===== src/source/obj_pkg.sv =====
//~~~~~~~~~~~~~~~~~~~~~~~~~~~~~~~~~~~~~~~~~~~~~~~~~~~~~~~~~~~~~~~~~~~~~~~~~~
// Shared widths and stage records for the object draw pipeline
// The classic layout leaves id[10] at zero and uses only pal[1:0]
// The ROM address is {id, vline, column}, so ROM_AW follows ID_W
//~~~~~~~~~~~~~~~~~~~~~~~~~~~~~~~~~~~~~~~~~~~~~~~~~~~~~~~~~~~~~~~~~~~~~~~~~~
package obj_pkg;

    localparam int ID_W   = 11;           // Object code width
    localparam int ROM_AW = ID_W + 4 + 2; // Code, line in tile, fetch column
    localparam int PAL_W  = 4;            // Palette field, widest layout

    // Off-screen X in the line buffer
    localparam logic [8:0] XOUT_DEFAULT = 9'h1F0;

    // Attribute byte as read in the classic layout
    typedef struct packed {
        logic [1:0] id_hi;  // Code bits 9:8
        logic [1:0] pal;
        logic       vflip;
        logic       hflip;
        logic       unused; // Not wired on the board
        logic       xhi;    // X bit 8
    } obj_attr_classic_t;

    // Same byte in the extended layout, no flip bits
    typedef struct packed {
        logic [2:0] id_hi;  // Code bits 10:8
        logic       xhi;
        logic [3:0] pal;
    } obj_attr_ext_t;

    // One attribute byte, two decodes picked by the layout parameter
    typedef union packed {
        obj_attr_classic_t classic;
        obj_attr_ext_t     extended;
    } obj_attr_u;

    // Decoded object, from attribute stage to address and depack stages
    typedef struct packed {
        logic [ID_W-1:0]  id;
        logic [PAL_W-1:0] pal;
        logic             vflip;
        logic             hflip;
        logic [3:0]       vline;   // Line within the tile, ROM order
        logic             inzone;  // Current line hits the object band
        logic [8:0]       x;       // Start X, XOUT when out of band
    } obj_desc_t;

    // Raw pixel before the colour PROM
    typedef struct packed {
        logic [PAL_W-1:0] pal;
        logic [3:0]       col;     // Planes w, x, y, z
        logic [8:0]       posx;
    } obj_pxl_t;

    // Final pixel towards the line buffer
    typedef struct packed {
        logic [7:0] colour;
        logic [8:0] posx;
    } obj_out_t;

endpackage

===== src/source/obj_draw_top.sv =====
//~~~~~~~~~~~~~~~~~~~~~~~~~~~~~~~~~~~~~~~~~~~~~~~~~~~~~~~~~~~~~~~~~~~~~~~~~~
// Object draw pipeline, attribute to palette
// Expects an external 16-step pxlcnt per slot and an object buffer
// presenting code, attribute, Y and X on steps 0 to 3
//~~~~~~~~~~~~~~~~~~~~~~~~~~~~~~~~~~~~~~~~~~~~~~~~~~~~~~~~~~~~~~~~~~~~~~~~~~
`timescale 1ns/1ps

module obj_draw_top #(
    parameter int unsigned layout = 0,  // 0 classic, 1 extended
    parameter logic [8:0]  xout   = obj_pkg::XOUT_DEFAULT
) (
    input  logic                       clk,
    input  logic                       rst,
    input  logic                       cen,
    // Screen timing
    input  logic [7:0]                 vf,
    input  logic                       flip,
    input  logic [3:0]                 pxlcnt,
    // Object buffer
    input  logic [7:0]                 objbuf_data,
    // Graphics ROM
    output logic [obj_pkg::ROM_AW-1:0] obj_addr,
    input  logic [15:0]                obj_data,
    input  logic                       rom_wait,
    input  logic                       draw_over,
    input  logic                       objon,
    // PROM load port
    input  logic [7:0]                 prog_addr,
    input  logic [7:0]                 prog_din,
    input  logic                       prog_we,
    output obj_pkg::obj_out_t          pixel
);

    obj_pkg::obj_desc_t desc;  // Current object record
    obj_pkg::obj_pxl_t  raw;   // Unpacked pixel

    obj_attr_decode #(
        .layout ( layout ),
        .xout   ( xout   )
    ) u_attr (
        .clk         ( clk         ),
        .rst         ( rst         ),
        .cen         ( cen         ),
        .rom_wait    ( rom_wait    ),
        .pxlcnt      ( pxlcnt      ),
        .vf          ( vf          ),
        .flip        ( flip        ),
        .objbuf_data ( objbuf_data ),
        .desc        ( desc        )
    );

    obj_rom_addr u_addr (
        .clk      ( clk      ),
        .rst      ( rst      ),
        .cen      ( cen      ),
        .rom_wait ( rom_wait ),
        .pxlcnt   ( pxlcnt   ),
        .desc     ( desc     ),
        .obj_addr ( obj_addr )
    );

    obj_pixel_shift #(.xout(xout)) u_shift (
        .clk       ( clk       ),
        .rst       ( rst       ),
        .cen       ( cen       ),
        .rom_wait  ( rom_wait  ),
        .draw_over ( draw_over ),
        .pxlcnt    ( pxlcnt    ),
        .desc      ( desc      ),
        .obj_data  ( obj_data  ),
        .raw       ( raw       )
    );

    obj_palette #(.xout(xout)) u_pal (
        .clk       ( clk       ),
        .rst       ( rst       ),
        .cen       ( cen       ),
        .rom_wait  ( rom_wait  ),
        .objon     ( objon     ),
        .raw       ( raw       ),
        .prog_addr ( prog_addr ),
        .prog_din  ( prog_din  ),
        .prog_we   ( prog_we   ),
        .pixel     ( pixel     )
    );

endmodule


===== src/source/obj_palette.sv =====
//~~~~~~~~~~~~~~~~~~~~~~~~~~~~~~~~~~~~~~~~~~~~~~~~~~~~~~~~~~~~~~~~~~~~~~~~~~
// 256x8 colour PROM, writable on any enabled cycle, contents not reset
// Two enabled non-stalled cycles from raw to pixel
// objon low sends colour 8'h0F to XOUT
//~~~~~~~~~~~~~~~~~~~~~~~~~~~~~~~~~~~~~~~~~~~~~~~~~~~~~~~~~~~~~~~~~~~~~~~~~~
`timescale 1ns/1ps

module obj_palette #(
    parameter logic [8:0] xout = obj_pkg::XOUT_DEFAULT
) (
    input  logic              clk,
    input  logic              rst,
    input  logic              cen,
    input  logic              rom_wait,
    input  logic              objon,
    input  obj_pkg::obj_pxl_t raw,
    input  logic [7:0]        prog_addr,
    input  logic [7:0]        prog_din,
    input  logic              prog_we,
    output obj_pkg::obj_out_t pixel
);

    logic [7:0] prom [256];
    logic [7:0] prom_q;   // Colour one cycle after the raw pixel
    logic [7:0] rd_addr;
    logic [8:0] posx_d;   // posx aligned with prom_q
    logic       adv;

    assign rd_addr = {raw.pal, raw.col};
    assign adv     = cen & ~rom_wait;

    // Write port ignores the stall so loading never waits on the ROM
    always_ff @(posedge clk) begin
        if (cen) begin
            if (prog_we)
                prom[prog_addr] <= prog_din;
            if (!rom_wait)
                prom_q <= prom[rd_addr];  // Old data on a same-address write
        end
    end

    always_ff @(posedge clk or posedge rst) begin
        if (rst) begin
            posx_d       <= xout;
            pixel.colour <= 8'h0F;
            pixel.posx   <= xout;
        end else if (adv) begin
            posx_d <= raw.posx;
            if (objon) begin
                pixel.colour <= prom_q;
                pixel.posx   <= posx_d;
            end else begin
                // Objects layer off
                pixel.colour <= 8'h0F;
                pixel.posx   <= xout;
            end
        end
    end

endmodule


===== src/source/obj_pixel_shift.sv =====
//~~~~~~~~~~~~~~~~~~~~~~~~~~~~~~~~~~~~~~~~~~~~~~~~~~~~~~~~~~~~~~~~~~~~~~~~~~
// Unpacks each ROM word into four 4-bit planes, one pixel per step
// Slot data latches at pxlcnt 7 and planes reload every fourth step
// draw_over blanks the stage but still holds during a stall
//~~~~~~~~~~~~~~~~~~~~~~~~~~~~~~~~~~~~~~~~~~~~~~~~~~~~~~~~~~~~~~~~~~~~~~~~~~
`timescale 1ns/1ps

module obj_pixel_shift #(
    parameter logic [8:0] xout = obj_pkg::XOUT_DEFAULT
) (
    input  logic               clk,
    input  logic               rst,
    input  logic               cen,
    input  logic               rom_wait,
    input  logic               draw_over,
    input  logic [3:0]         pxlcnt,
    input  obj_pkg::obj_desc_t desc,
    input  logic [15:0]        obj_data,
    output obj_pkg::obj_pxl_t  raw
);

    logic [3:0]                pl_w;   // Plane 0 from word bits 3:0
    logic [3:0]                pl_x;
    logic [3:0]                pl_y;
    logic [3:0]                pl_z;   // Plane 3 from word bits 15:12
    logic [obj_pkg::PAL_W-1:0] pal_l;  // Palette of the slot on screen
    logic                      hflip_l;
    logic [8:0]                posx;   // Line buffer position

    always_ff @(posedge clk or posedge rst) begin
        if (rst) begin
            {pl_z, pl_y, pl_x, pl_w} <= 16'hFFFF;
            pal_l   <= '0;
            hflip_l <= 1'b0;
            posx    <= xout;
        end else if (cen && !rom_wait) begin
            if (draw_over) begin
                // Line done so flush with transparent colour
                {pl_z, pl_y, pl_x, pl_w} <= 16'hFFFF;
                posx <= xout;
            end else begin
                if (pxlcnt == 4'd7) begin
                    pal_l   <= desc.pal;
                    hflip_l <= desc.hflip;
                    posx    <= desc.x;     // First pixel of the new object
                end else begin
                    posx    <= posx + 9'd1;
                end

                if (pxlcnt[1:0] == 2'd3) begin
                    {pl_z, pl_y, pl_x, pl_w} <= obj_data; // New column word
                end else if (hflip_l) begin
                    pl_w <= pl_w >> 1;
                    pl_x <= pl_x >> 1;
                    pl_y <= pl_y >> 1;
                    pl_z <= pl_z >> 1;
                end else begin
                    pl_w <= pl_w << 1;
                    pl_x <= pl_x << 1;
                    pl_y <= pl_y << 1;
                    pl_z <= pl_z << 1;
                end
            end
        end
    end

    // Pixel leaves from the end the planes shift towards
    assign raw.col  = hflip_l ? {pl_w[0], pl_x[0], pl_y[0], pl_z[0]}
                              : {pl_w[3], pl_x[3], pl_y[3], pl_z[3]};
    assign raw.pal  = pal_l;
    assign raw.posx = posx;

endmodule


===== src/source/obj_rom_addr.sv =====
//~~~~~~~~~~~~~~~~~~~~~~~~~~~~~~~~~~~~~~~~~~~~~~~~~~~~~~~~~~~~~~~~~~~~~~~~~~
// Fetch address loads at pxlcnt 3, 7, 11 and 15 of each slot
// ROM data is expected four enabled steps later
//~~~~~~~~~~~~~~~~~~~~~~~~~~~~~~~~~~~~~~~~~~~~~~~~~~~~~~~~~~~~~~~~~~~~~~~~~~
`timescale 1ns/1ps

module obj_rom_addr (
    input  logic                       clk,
    input  logic                       rst,
    input  logic                       cen,
    input  logic                       rom_wait,
    input  logic [3:0]                 pxlcnt,
    input  obj_pkg::obj_desc_t         desc,
    output logic [obj_pkg::ROM_AW-1:0] obj_addr
);

    logic [1:0] col;    // Column within the 16-pixel object
    logic       fetch;  // Last step of each 4-step group

    // Mirrored objects read columns right to left
    assign col   = pxlcnt[3:2] ^ {2{desc.hflip}};
    assign fetch = pxlcnt[1:0] == 2'd3;

    always_ff @(posedge clk or posedge rst) begin
        if (rst) begin
            obj_addr <= '0;
        end else if (cen && !rom_wait && fetch) begin
            if (desc.inzone)
                obj_addr <= {desc.id, desc.vline, col};
            else
                obj_addr <= '0;  // Idle address for hidden objects
        end
    end

endmodule


===== src/source/obj_attr_decode.sv =====
//~~~~~~~~~~~~~~~~~~~~~~~~~~~~~~~~~~~~~~~~~~~~~~~~~~~~~~~~~~~~~~~~~~~~~~~~~~
// Attribute words must sit on objbuf_data at pxlcnt 0..3 of each slot
// desc fields update one step at a time, full record valid from step 4
// layout 0 is classic, any other value selects the extended decode
//~~~~~~~~~~~~~~~~~~~~~~~~~~~~~~~~~~~~~~~~~~~~~~~~~~~~~~~~~~~~~~~~~~~~~~~~~~
`timescale 1ns/1ps

module obj_attr_decode #(
    parameter int unsigned layout = 0,
    parameter logic [8:0]  xout   = obj_pkg::XOUT_DEFAULT
) (
    input  logic               clk,
    input  logic               rst,
    input  logic               cen,
    input  logic               rom_wait,
    input  logic [3:0]         pxlcnt,
    input  logic [7:0]         vf,
    input  logic               flip,
    input  logic [7:0]         objbuf_data,
    output obj_pkg::obj_desc_t desc
);

    obj_pkg::obj_attr_u attr;   // Step 1 byte, two views
    logic [7:0]         vsum;   // Line offset inside the object band
    logic               xhi;    // X bit 8, held until step 3
    logic               adv;    // Stage may advance

    assign attr = objbuf_data;
    assign adv  = cen & ~rom_wait;

    // Negated line plus object Y
    // flip shifts the offset by one so flipped screens line up
    always_comb begin
        vsum = (~vf + {{7{~flip}}, 1'b1}) + objbuf_data;
    end

    always_ff @(posedge clk or posedge rst) begin
        if (rst) begin
            desc   <= '0;
            desc.x <= xout;  // Nothing visible before the first slot
            xhi    <= 1'b0;
        end else if (adv) begin
            case (pxlcnt)
                4'd0: desc.id[7:0] <= objbuf_data; // Code low byte
                4'd1: begin
                    if (layout == 0) begin
                        desc.id[10:8] <= {1'b0, attr.classic.id_hi};
                        desc.pal      <= {2'b00, attr.classic.pal};
                        desc.vflip    <= attr.classic.vflip;
                        desc.hflip    <= attr.classic.hflip;
                        xhi           <= attr.classic.xhi;
                    end else begin
                        // Extended board has no flip wiring
                        desc.id[10:8] <= attr.extended.id_hi;
                        desc.pal      <= attr.extended.pal;
                        desc.vflip    <= 1'b0;
                        desc.hflip    <= 1'b0;
                        xhi           <= attr.extended.xhi;
                    end
                end
                4'd2: begin
                    // ROM stores lines bottom up unless vflip
                    desc.vline  <= vsum[3:0] ^ {4{~desc.vflip}};
                    desc.inzone <= &vsum[7:4]; // Top nibble all ones
                end
                4'd3: begin
                    // Park out-of-band objects off screen
                    desc.x <= desc.inzone ? {xhi, objbuf_data} : xout;
                end
                default: ;  // Steps 4..15 hold the record
            endcase
        end
    end

endmodule


===== config.mk =====
export PLATFORM = sky130hd
export DESIGN_NAME = obj_draw_top
export DESIGN_NICKNAME = d
export VERILOG_FILES = /design/src/source/obj_pkg.sv /design/src/source/obj_draw_top.sv /design/src/source/obj_palette.sv /design/src/source/obj_pixel_shift.sv /design/src/source/obj_rom_addr.sv /design/src/source/obj_attr_decode.sv
export SDC_FILE = /design/constraint.sdc
export NUM_CORES = 1
export LEC_CHECK = 0
export ABC_AREA = 1
export BUFFER_PORTS_ARGS = -buffer_cell sky130_fd_sc_hd__buf_2
export CORE_MARGIN = 1.5
export CORE_UTILIZATION = 45
export DETAILED_ROUTE_END_ITERATION = 10
export GPL_ROUTABILITY_DRIVEN = 0
export PLACE_DENSITY_LB_ADDON = 0.3
export SYNTH_ARGS = -nofsm -noshare
export SYNTH_HDL_FRONTEND = slang
export SYNTH_SLANG_ARGS = --single-unit

===== constraint.sdc =====
create_clock -name clk -period 2.7 [get_ports clk]
set_input_delay 0.405 -clock clk [delete_from_list [all_inputs] [get_ports clk]]
set_output_delay 0.405 -clock clk [all_outputs]
set_load 0.01 [all_outputs]

# Yosys cells after proc, flatten, opt, wreduce, memory -nomap -nowiden
# Memory sizes are Yosys's and may differ from the RTL's. A register that Yosys moved wholly into a read port is not among the register bits.
# Index checks and enable logic that the tools add are counted.
# W data, S select, Z words.
op_classes:
  n_eq_ne: 5
  muxes: 21
  bitwise: 8
  n_reduce_logical: 11
  n_addsub: 3
ops:
  columns: ["op", "n"]
  rows:
  - ["$mux W4", 13]
  - ["$mux W9", 3]
  - ["$mux W17", 1]
  - ["$add A8 B8 Y8", 2]
  - ["$mux W16", 1]
  - ["$reduce_and A2 Y1", 5]
  - ["$add A9 B1 Y9 const B", 1]
  - ["$eq A4 B2 Y1 const B", 2]
  - ["$not A8 Y8", 1]
  - ["$eq A4 B1 Y1 const B", 1]
  - ["$eq A4 B3 Y1 const B", 1]
  - ["$logic_not A4 Y1", 1]
  - ["$not A1 Y1", 4]
  - ["$reduce_and A4 Y1", 1]
  - ["$xor A4 B4 Y4", 1]
  - ["$mux W1", 3]
  - ["$reduce_and A3 Y1", 1]
  - ["$eq A2 B2 Y1 const B", 1]
  - ["$logic_and A1 B1 Y1", 2]
  - ["$xor A2 B2 Y2", 1]
  - ["$and A1 B1 Y1", 1]
  - ["$logic_not A1 Y1", 1]
word_totals:
  reg_bits: 100
  elab_cells: 69
  ram_bits: 2048
  out_inout_bits: 34
  input_bits: 60
  n_memories: 1
mem_list:
  columns: ["memory", "depth", "width", "read_ports", "rd_ports_with_merged_regs", "write_ports", "line", "rtl"]
  rows:
  - ["u_pal.prom", 256, 8, 1, 1, 1, "obj_palette.sv:23", "logic [7:0] prom [256];"]

# Depth between registers and ports, before layout
logic_depth:
  word_depth: 4
  ltp_mapped: 14
  mapped_depth_nobuf: 11

# Hierarchy
# Synthesis repeated with hierarchy kept, for this count alone.
unflattened:
  hier_cells: 7700
  area_unflattened_um2: 89034.1
by_module_without_submodules:
  columns: ["mod", "area_each_um2", "instances", "cells_each", "seq_area_each_um2"]
  rows:
  - ["obj_palette", 84583.6, 1, 7119, 62407.4]
  - ["obj_pixel_shift", 1821.7, 1, 241, 777.0]
  - ["obj_attr_decode", 1796.7, 1, 224, 732.0]
  - ["obj_rom_addr", 832.0, 1, 116, 425.4]

# Least setup slack after synthesis
# No wires, ideal clock.
synth_timing:
  kind: "input -> register"
  start: "input objbuf_data[1]"
  end: "register u_attr.desc[9] (netlist name)"
  setup_slack_ns: 0.624
  setup_ns: 0.125
  path_stages: 10
  required_time_ns: 2.575
  arrival_ns: 1.951
  path_cell_list: "inv_1 > fa_1 > inv_1 > ha_1 > inv_1 > fa_1 > o21ai_0 > a211oi_1 > o2111ai_1 > nand2_1"
synth_via:
  elab_chain_cells: 2
synth_lines:
  columns: ["item", "line", "rtl"]
  rows:
  - ["start, declared", "obj_draw_top.sv:20", "input logic [7:0] objbuf_data,"]
  - ["$add A8 B8 Y8", "obj_attr_decode.sv:34", "vsum = (~vf + {{7{~flip}}, 1'b1}) + objbuf_data;"]
  - ["$reduce_and A4 Y1", "obj_attr_decode.sv:64", "desc.inzone <= &vsum[7:4];"]
# Every way passes these cells.
# A chain may end at the register's enable or synchronous reset.

# Final worst setup path
layout_timing:
  start: "register u_shift.hflip_l"
  end: "register u_pal.prom_q[2], read port of u_pal.prom, data pin"
layout_via:
  elab_chain_cells: 1
layout_lines:
  columns: ["item", "line", "rtl"]
  rows:
  - ["start, declared", "obj_pixel_shift.sv:27", "logic hflip_l;"]
  - ["start signal, assigned", "obj_pixel_shift.sv:44", "hflip_l <= desc.hflip;"]
  - ["$mux W4", "obj_pixel_shift.sv:68", "assign raw.col = hflip_l ? {pl_w[0], pl_x[0], pl_y[0], pl_z[0]}"]
  - ["end, declared", "obj_palette.sv:24", "logic [7:0] prom_q;"]
# Every way passes these cells.

==> results by group <==
Power
  – Internal power: 17.1 mW
  – Final Power: 24.1 mW
  – Comb pwr share: between 10% and 20%
  – Sw Pwr: between 6 and 7 mW
  – Worst VDD drop: ~510 uV
  – Leak Pwr: 13.7 nW
  – Clock power share: around 37%
  – Part of the power in registers: a little under half
  – Sw frac: 28.9%
  – Cell Pwr Density: around 760 nW/um^2

Run
  – Max Cap Viol: 0

Setup path
  – Worst setup SP type: register
  – CP max stage cell: o21ai_2
  – CP arrival: 2.98 ns
  – R2R setup slack: about 0.067 ns
  – Crit-path leading delay family: buffers and inverters
  – Required @ worst endpoint: around 3.0 ns
  – Critical path startpoint: u_shift.hflip_l
  – CP Buf/Inv Count: 3
  – R2R Path End: u_pal.prom_q[2]
  – Cell count along the critical path: 8
  – Worst setup EP type: register
  – CP max FO: 8
  – Reg-to-Reg Start: u_shift.hflip_l
  – Max stage delay on crit path: 0.52 ns
  – Capture point of the worst path: u_pal.prom_q[2]
  – Crit path top cell by count: nand3_1
  – Reg2reg path depth: 8
  – Critical-path cell list: buf_4 > o21ai_2 > clkinvlp_4 > buf_4 > nand3_1 > nand3_1 > nand3_1 > nand2_1
  – Crit Path Category: reg2reg

Logic synthesis
  – Yosys cell types: 44
  – Mapped Nets: around 2800
  – Ys Warns: 0
  – EDFF count, synth: between 500 and 600
  – Post-synth top area cell: edfxtp_1
  – Synthesized cell area: ~28000 sq um
  – Sequential-to-total area share from yosys stat: 65.1%
  – Main flop type after synthesis: edfxtp_1
  – Seq cells post-synth: about 620
  – Avg Cell Area, Syn: 10.1 sq um
  – Post-Syn Instances: 2762
  – Synth area leaders: edfxtp_1 56%, nand3_1 11%, nand2_1 7.9%
  – Synth async-reset ratio: 16.0%
  – Synth top area share: a little under three fifths

Clock tree
  – TritonCTS clock tree: yes
  – Max clock buf depth: 3
  – CTS Root Cell: clkbuf_16
  – Reg clk slew, reported paths: about 0.060 ns
  – Clock sink count: about 620
  – H-tree levels: 3
  – Clock Latency Late Sink: about 0.61 ns
  – Num CTS Buffers: 68

Floorplan
  – Chip Width: roughly 250 microns
  – FP Rows: between 90 and 100
  – Core area: 61500 sq um
  – Initial Utilization: 45.4%
  – Ports: 94
  – Die area: about 63000 sq um
  – Die H: roughly 250 microns

Global route
  – GRT Residual Overflow: 0
  – Largest net degree at the start of global routing: 100
  – Initial antenna violation count: 0
  – GRT Total Usage: 23.4%
  – Via count of the first global-routing pass: slightly below 20000
  – First-pass GRT wire length: between 100000 and 150000 microns

Timing
  – F_max: approximately 0.38 GHz
  – Slew Limit Headroom: between 30% and 40%
  – Hold Vio Cnt, Final: 0
  – Worst hold margin: ~0.078 ns
  – Tightest Pin Transition: ~1.0 ns
  – Fin crit share: between 90% and 100%
  – Fin crit period: 2.63 ns
  – Setup Skew: around 0.02 ns
  – Final setup vio count: 0
  – Final slew viol count: 0

Finish
  – # diodes: 0
  – Syn-to-layout area delta: 14.2%
  – Fill cells: 5426
  – Fin util: 51.8%
  – Multi-input logic area: 7020 sq um
  – Share of cells above drive strength 1: ~12%
  – Layout net count: roughly 3000
  – Sequential cell area: between 15000 and 20000 sq um
  – Final instance area: about 32000 sq um

Min path
  – Min-Delay Path Class: in2reg
  – Hold path depth: 3

Detailed routing
  – Initial DRC count: around 2100
  – DR pass1 iterations: 6
  – Post-route DRC: 0
  – Vias: roughly 20000
  – Post-route ant nets: 0
  – WL final: ~74000 microns
  – Via density: around 5.4
  – Wirelength per Cell: 19.8 microns

Outcome
  – Status: finished clean

Placed design
  – Port Buffers: 92
  – Placed Area: approximately 30000 sq um
  – Dpl hpwl: around 45000 microns
## area by class of cell
class	count	area share, %
multi-input combinational	1476	22.0
tap	790	3.10
clock buffer	89	5.82
timing repair inverter	1	0.0236
inverter	518	6.13
clock inverter	30	0.680
sequential	619	57.0
timing repair buffer	212	5.21
## per-layer routing
metal / global-route usage, % / part of all wire, % / vias up
li1: - / - / 9305
met1: 32.3 / 42 / 9594
met2: 37.5 / 46 / 948
met3: 3.72 / 8.4 / 145
met4: 8.81 / 3.6 / 0
met5: 0 / 0 / -
## cells by family after synthesis
| family | count (synthesis) | synth area share, % |
|---|---|---|
| adders and majority gates | 15 | 0.861 |
| and+or+nand+nor | 1317 | 21.0 |
| AOI/OAI and AO/OA | 128 | 2.60 |
| other | 1 | 0.0134 |
| xor gates and xnor gates | 15 | 0.471 |
| DFF | 619 | 65.1 |
| buffers and inverters | 667 | 9.96 |
## how the worst min path moves through the flow
stage                          from               to  slack [ns]
floorplan           u_pal.posx_d[6]  u_pal.posx_d[6]        0.44
global placement    u_pal.posx_d[7]  u_pal.posx_d[7]        0.45
detailed placement  u_pal.pixel[11]  u_pal.pixel[11]        0.45
CTS                     obj_data[7]  u_shift.pl_x[3]        0.05
global route            obj_data[7]  u_shift.pl_x[3]        0.07
finish                  obj_data[7]  u_shift.pl_x[3]        0.08
## timing repair
action                                 CTS  global route
gates resized for setup                  0             4
hold buffers                             1             0
endpoints found under the hold margin   59             0
setup endpoints to repair                0             8
setup buffers                            0             2
## synth_stat cells, types with 2 or more instances
cell,number
nand2_1,590
nand3_1,587
edfxtp_1,520
inv_1,510
nor2_1,92
o21ai_0,72
buf_2,71
dfrtp_1,59
dfstp_2,40
buf_4,37
clkbuf_1,32
nand3b_1,32
a21oi_1,25
ha_1,8
xor2_1,8
fa_1,7
xnor2_1,7
buf_6,6
inv_2,5
nand4_1,5
a22oi_1,4
a32oi_1,4
nand2_2,4
o21a_1,4
o221ai_1,4
buf_1,3
clkinv_1,3
o21ai_1,3
o22ai_1,3
o21ai_2,2
o41ai_1,2
## flip-flops by register name (all words and copies together), names as in the netlist, 2 cells and up
name	flops
u_pal.posx_d	9
u_addr.obj_addr	16
u_shift.pl_y	4
u_pal.prom	512
u_shift.pal_l	2
u_pal.pixel	17
u_attr.desc	28
u_shift.pl_w	4
u_pal.prom_q	8
u_shift.pl_x	4
u_shift.pl_z	4
u_shift.posx	9
## power by group through the flow
stage	sequential [mW]	combinational (mW)	clock (mW)
floorplan	11.0	2.81	0
global placement	11.0	4.28	0
detailed placement	11.0	4.33	0
CTS	10.9	4.35	8.92
global route	10.9	4.82	9.30
finish	10.9	4.42	8.78
## tightest hold or removal path, stage by stage
cell,delay (ns)
buf_2,0.10
nand2_1,0.06
a32oi_1,0.09
## placed cells by master, fill, tap and decap left out, drive strengths merged, types with 5 or more instances in the layout
master    count
dfrtp        59
clkinvlp      5
o21ai        77
inv         514
edfxtp      520
clkinv       27
clkbuf       90
xor2          8
nand3b       32
a21oi        25
buf         210
nand4         6
ha            8
nor2         93
fa            7
dfstp        40
nand2       595
nand3       587
xnor2         7
## through the flow
stage | worst slack, ns | cells | setup TNS (ns)
detailed placement | 0.0688 | 3612 | 0
global placement | 0.0888 | 3612 | 0
global route | -0.00604 | 3735 | -0.00604
finish | 0.0666 | 3735 | 0
floorplan | 0.624 | 2762 | 0
CTS | 0.0516 | 3732 | 0
Note: power is estimated with default switching activity, not from simulation.
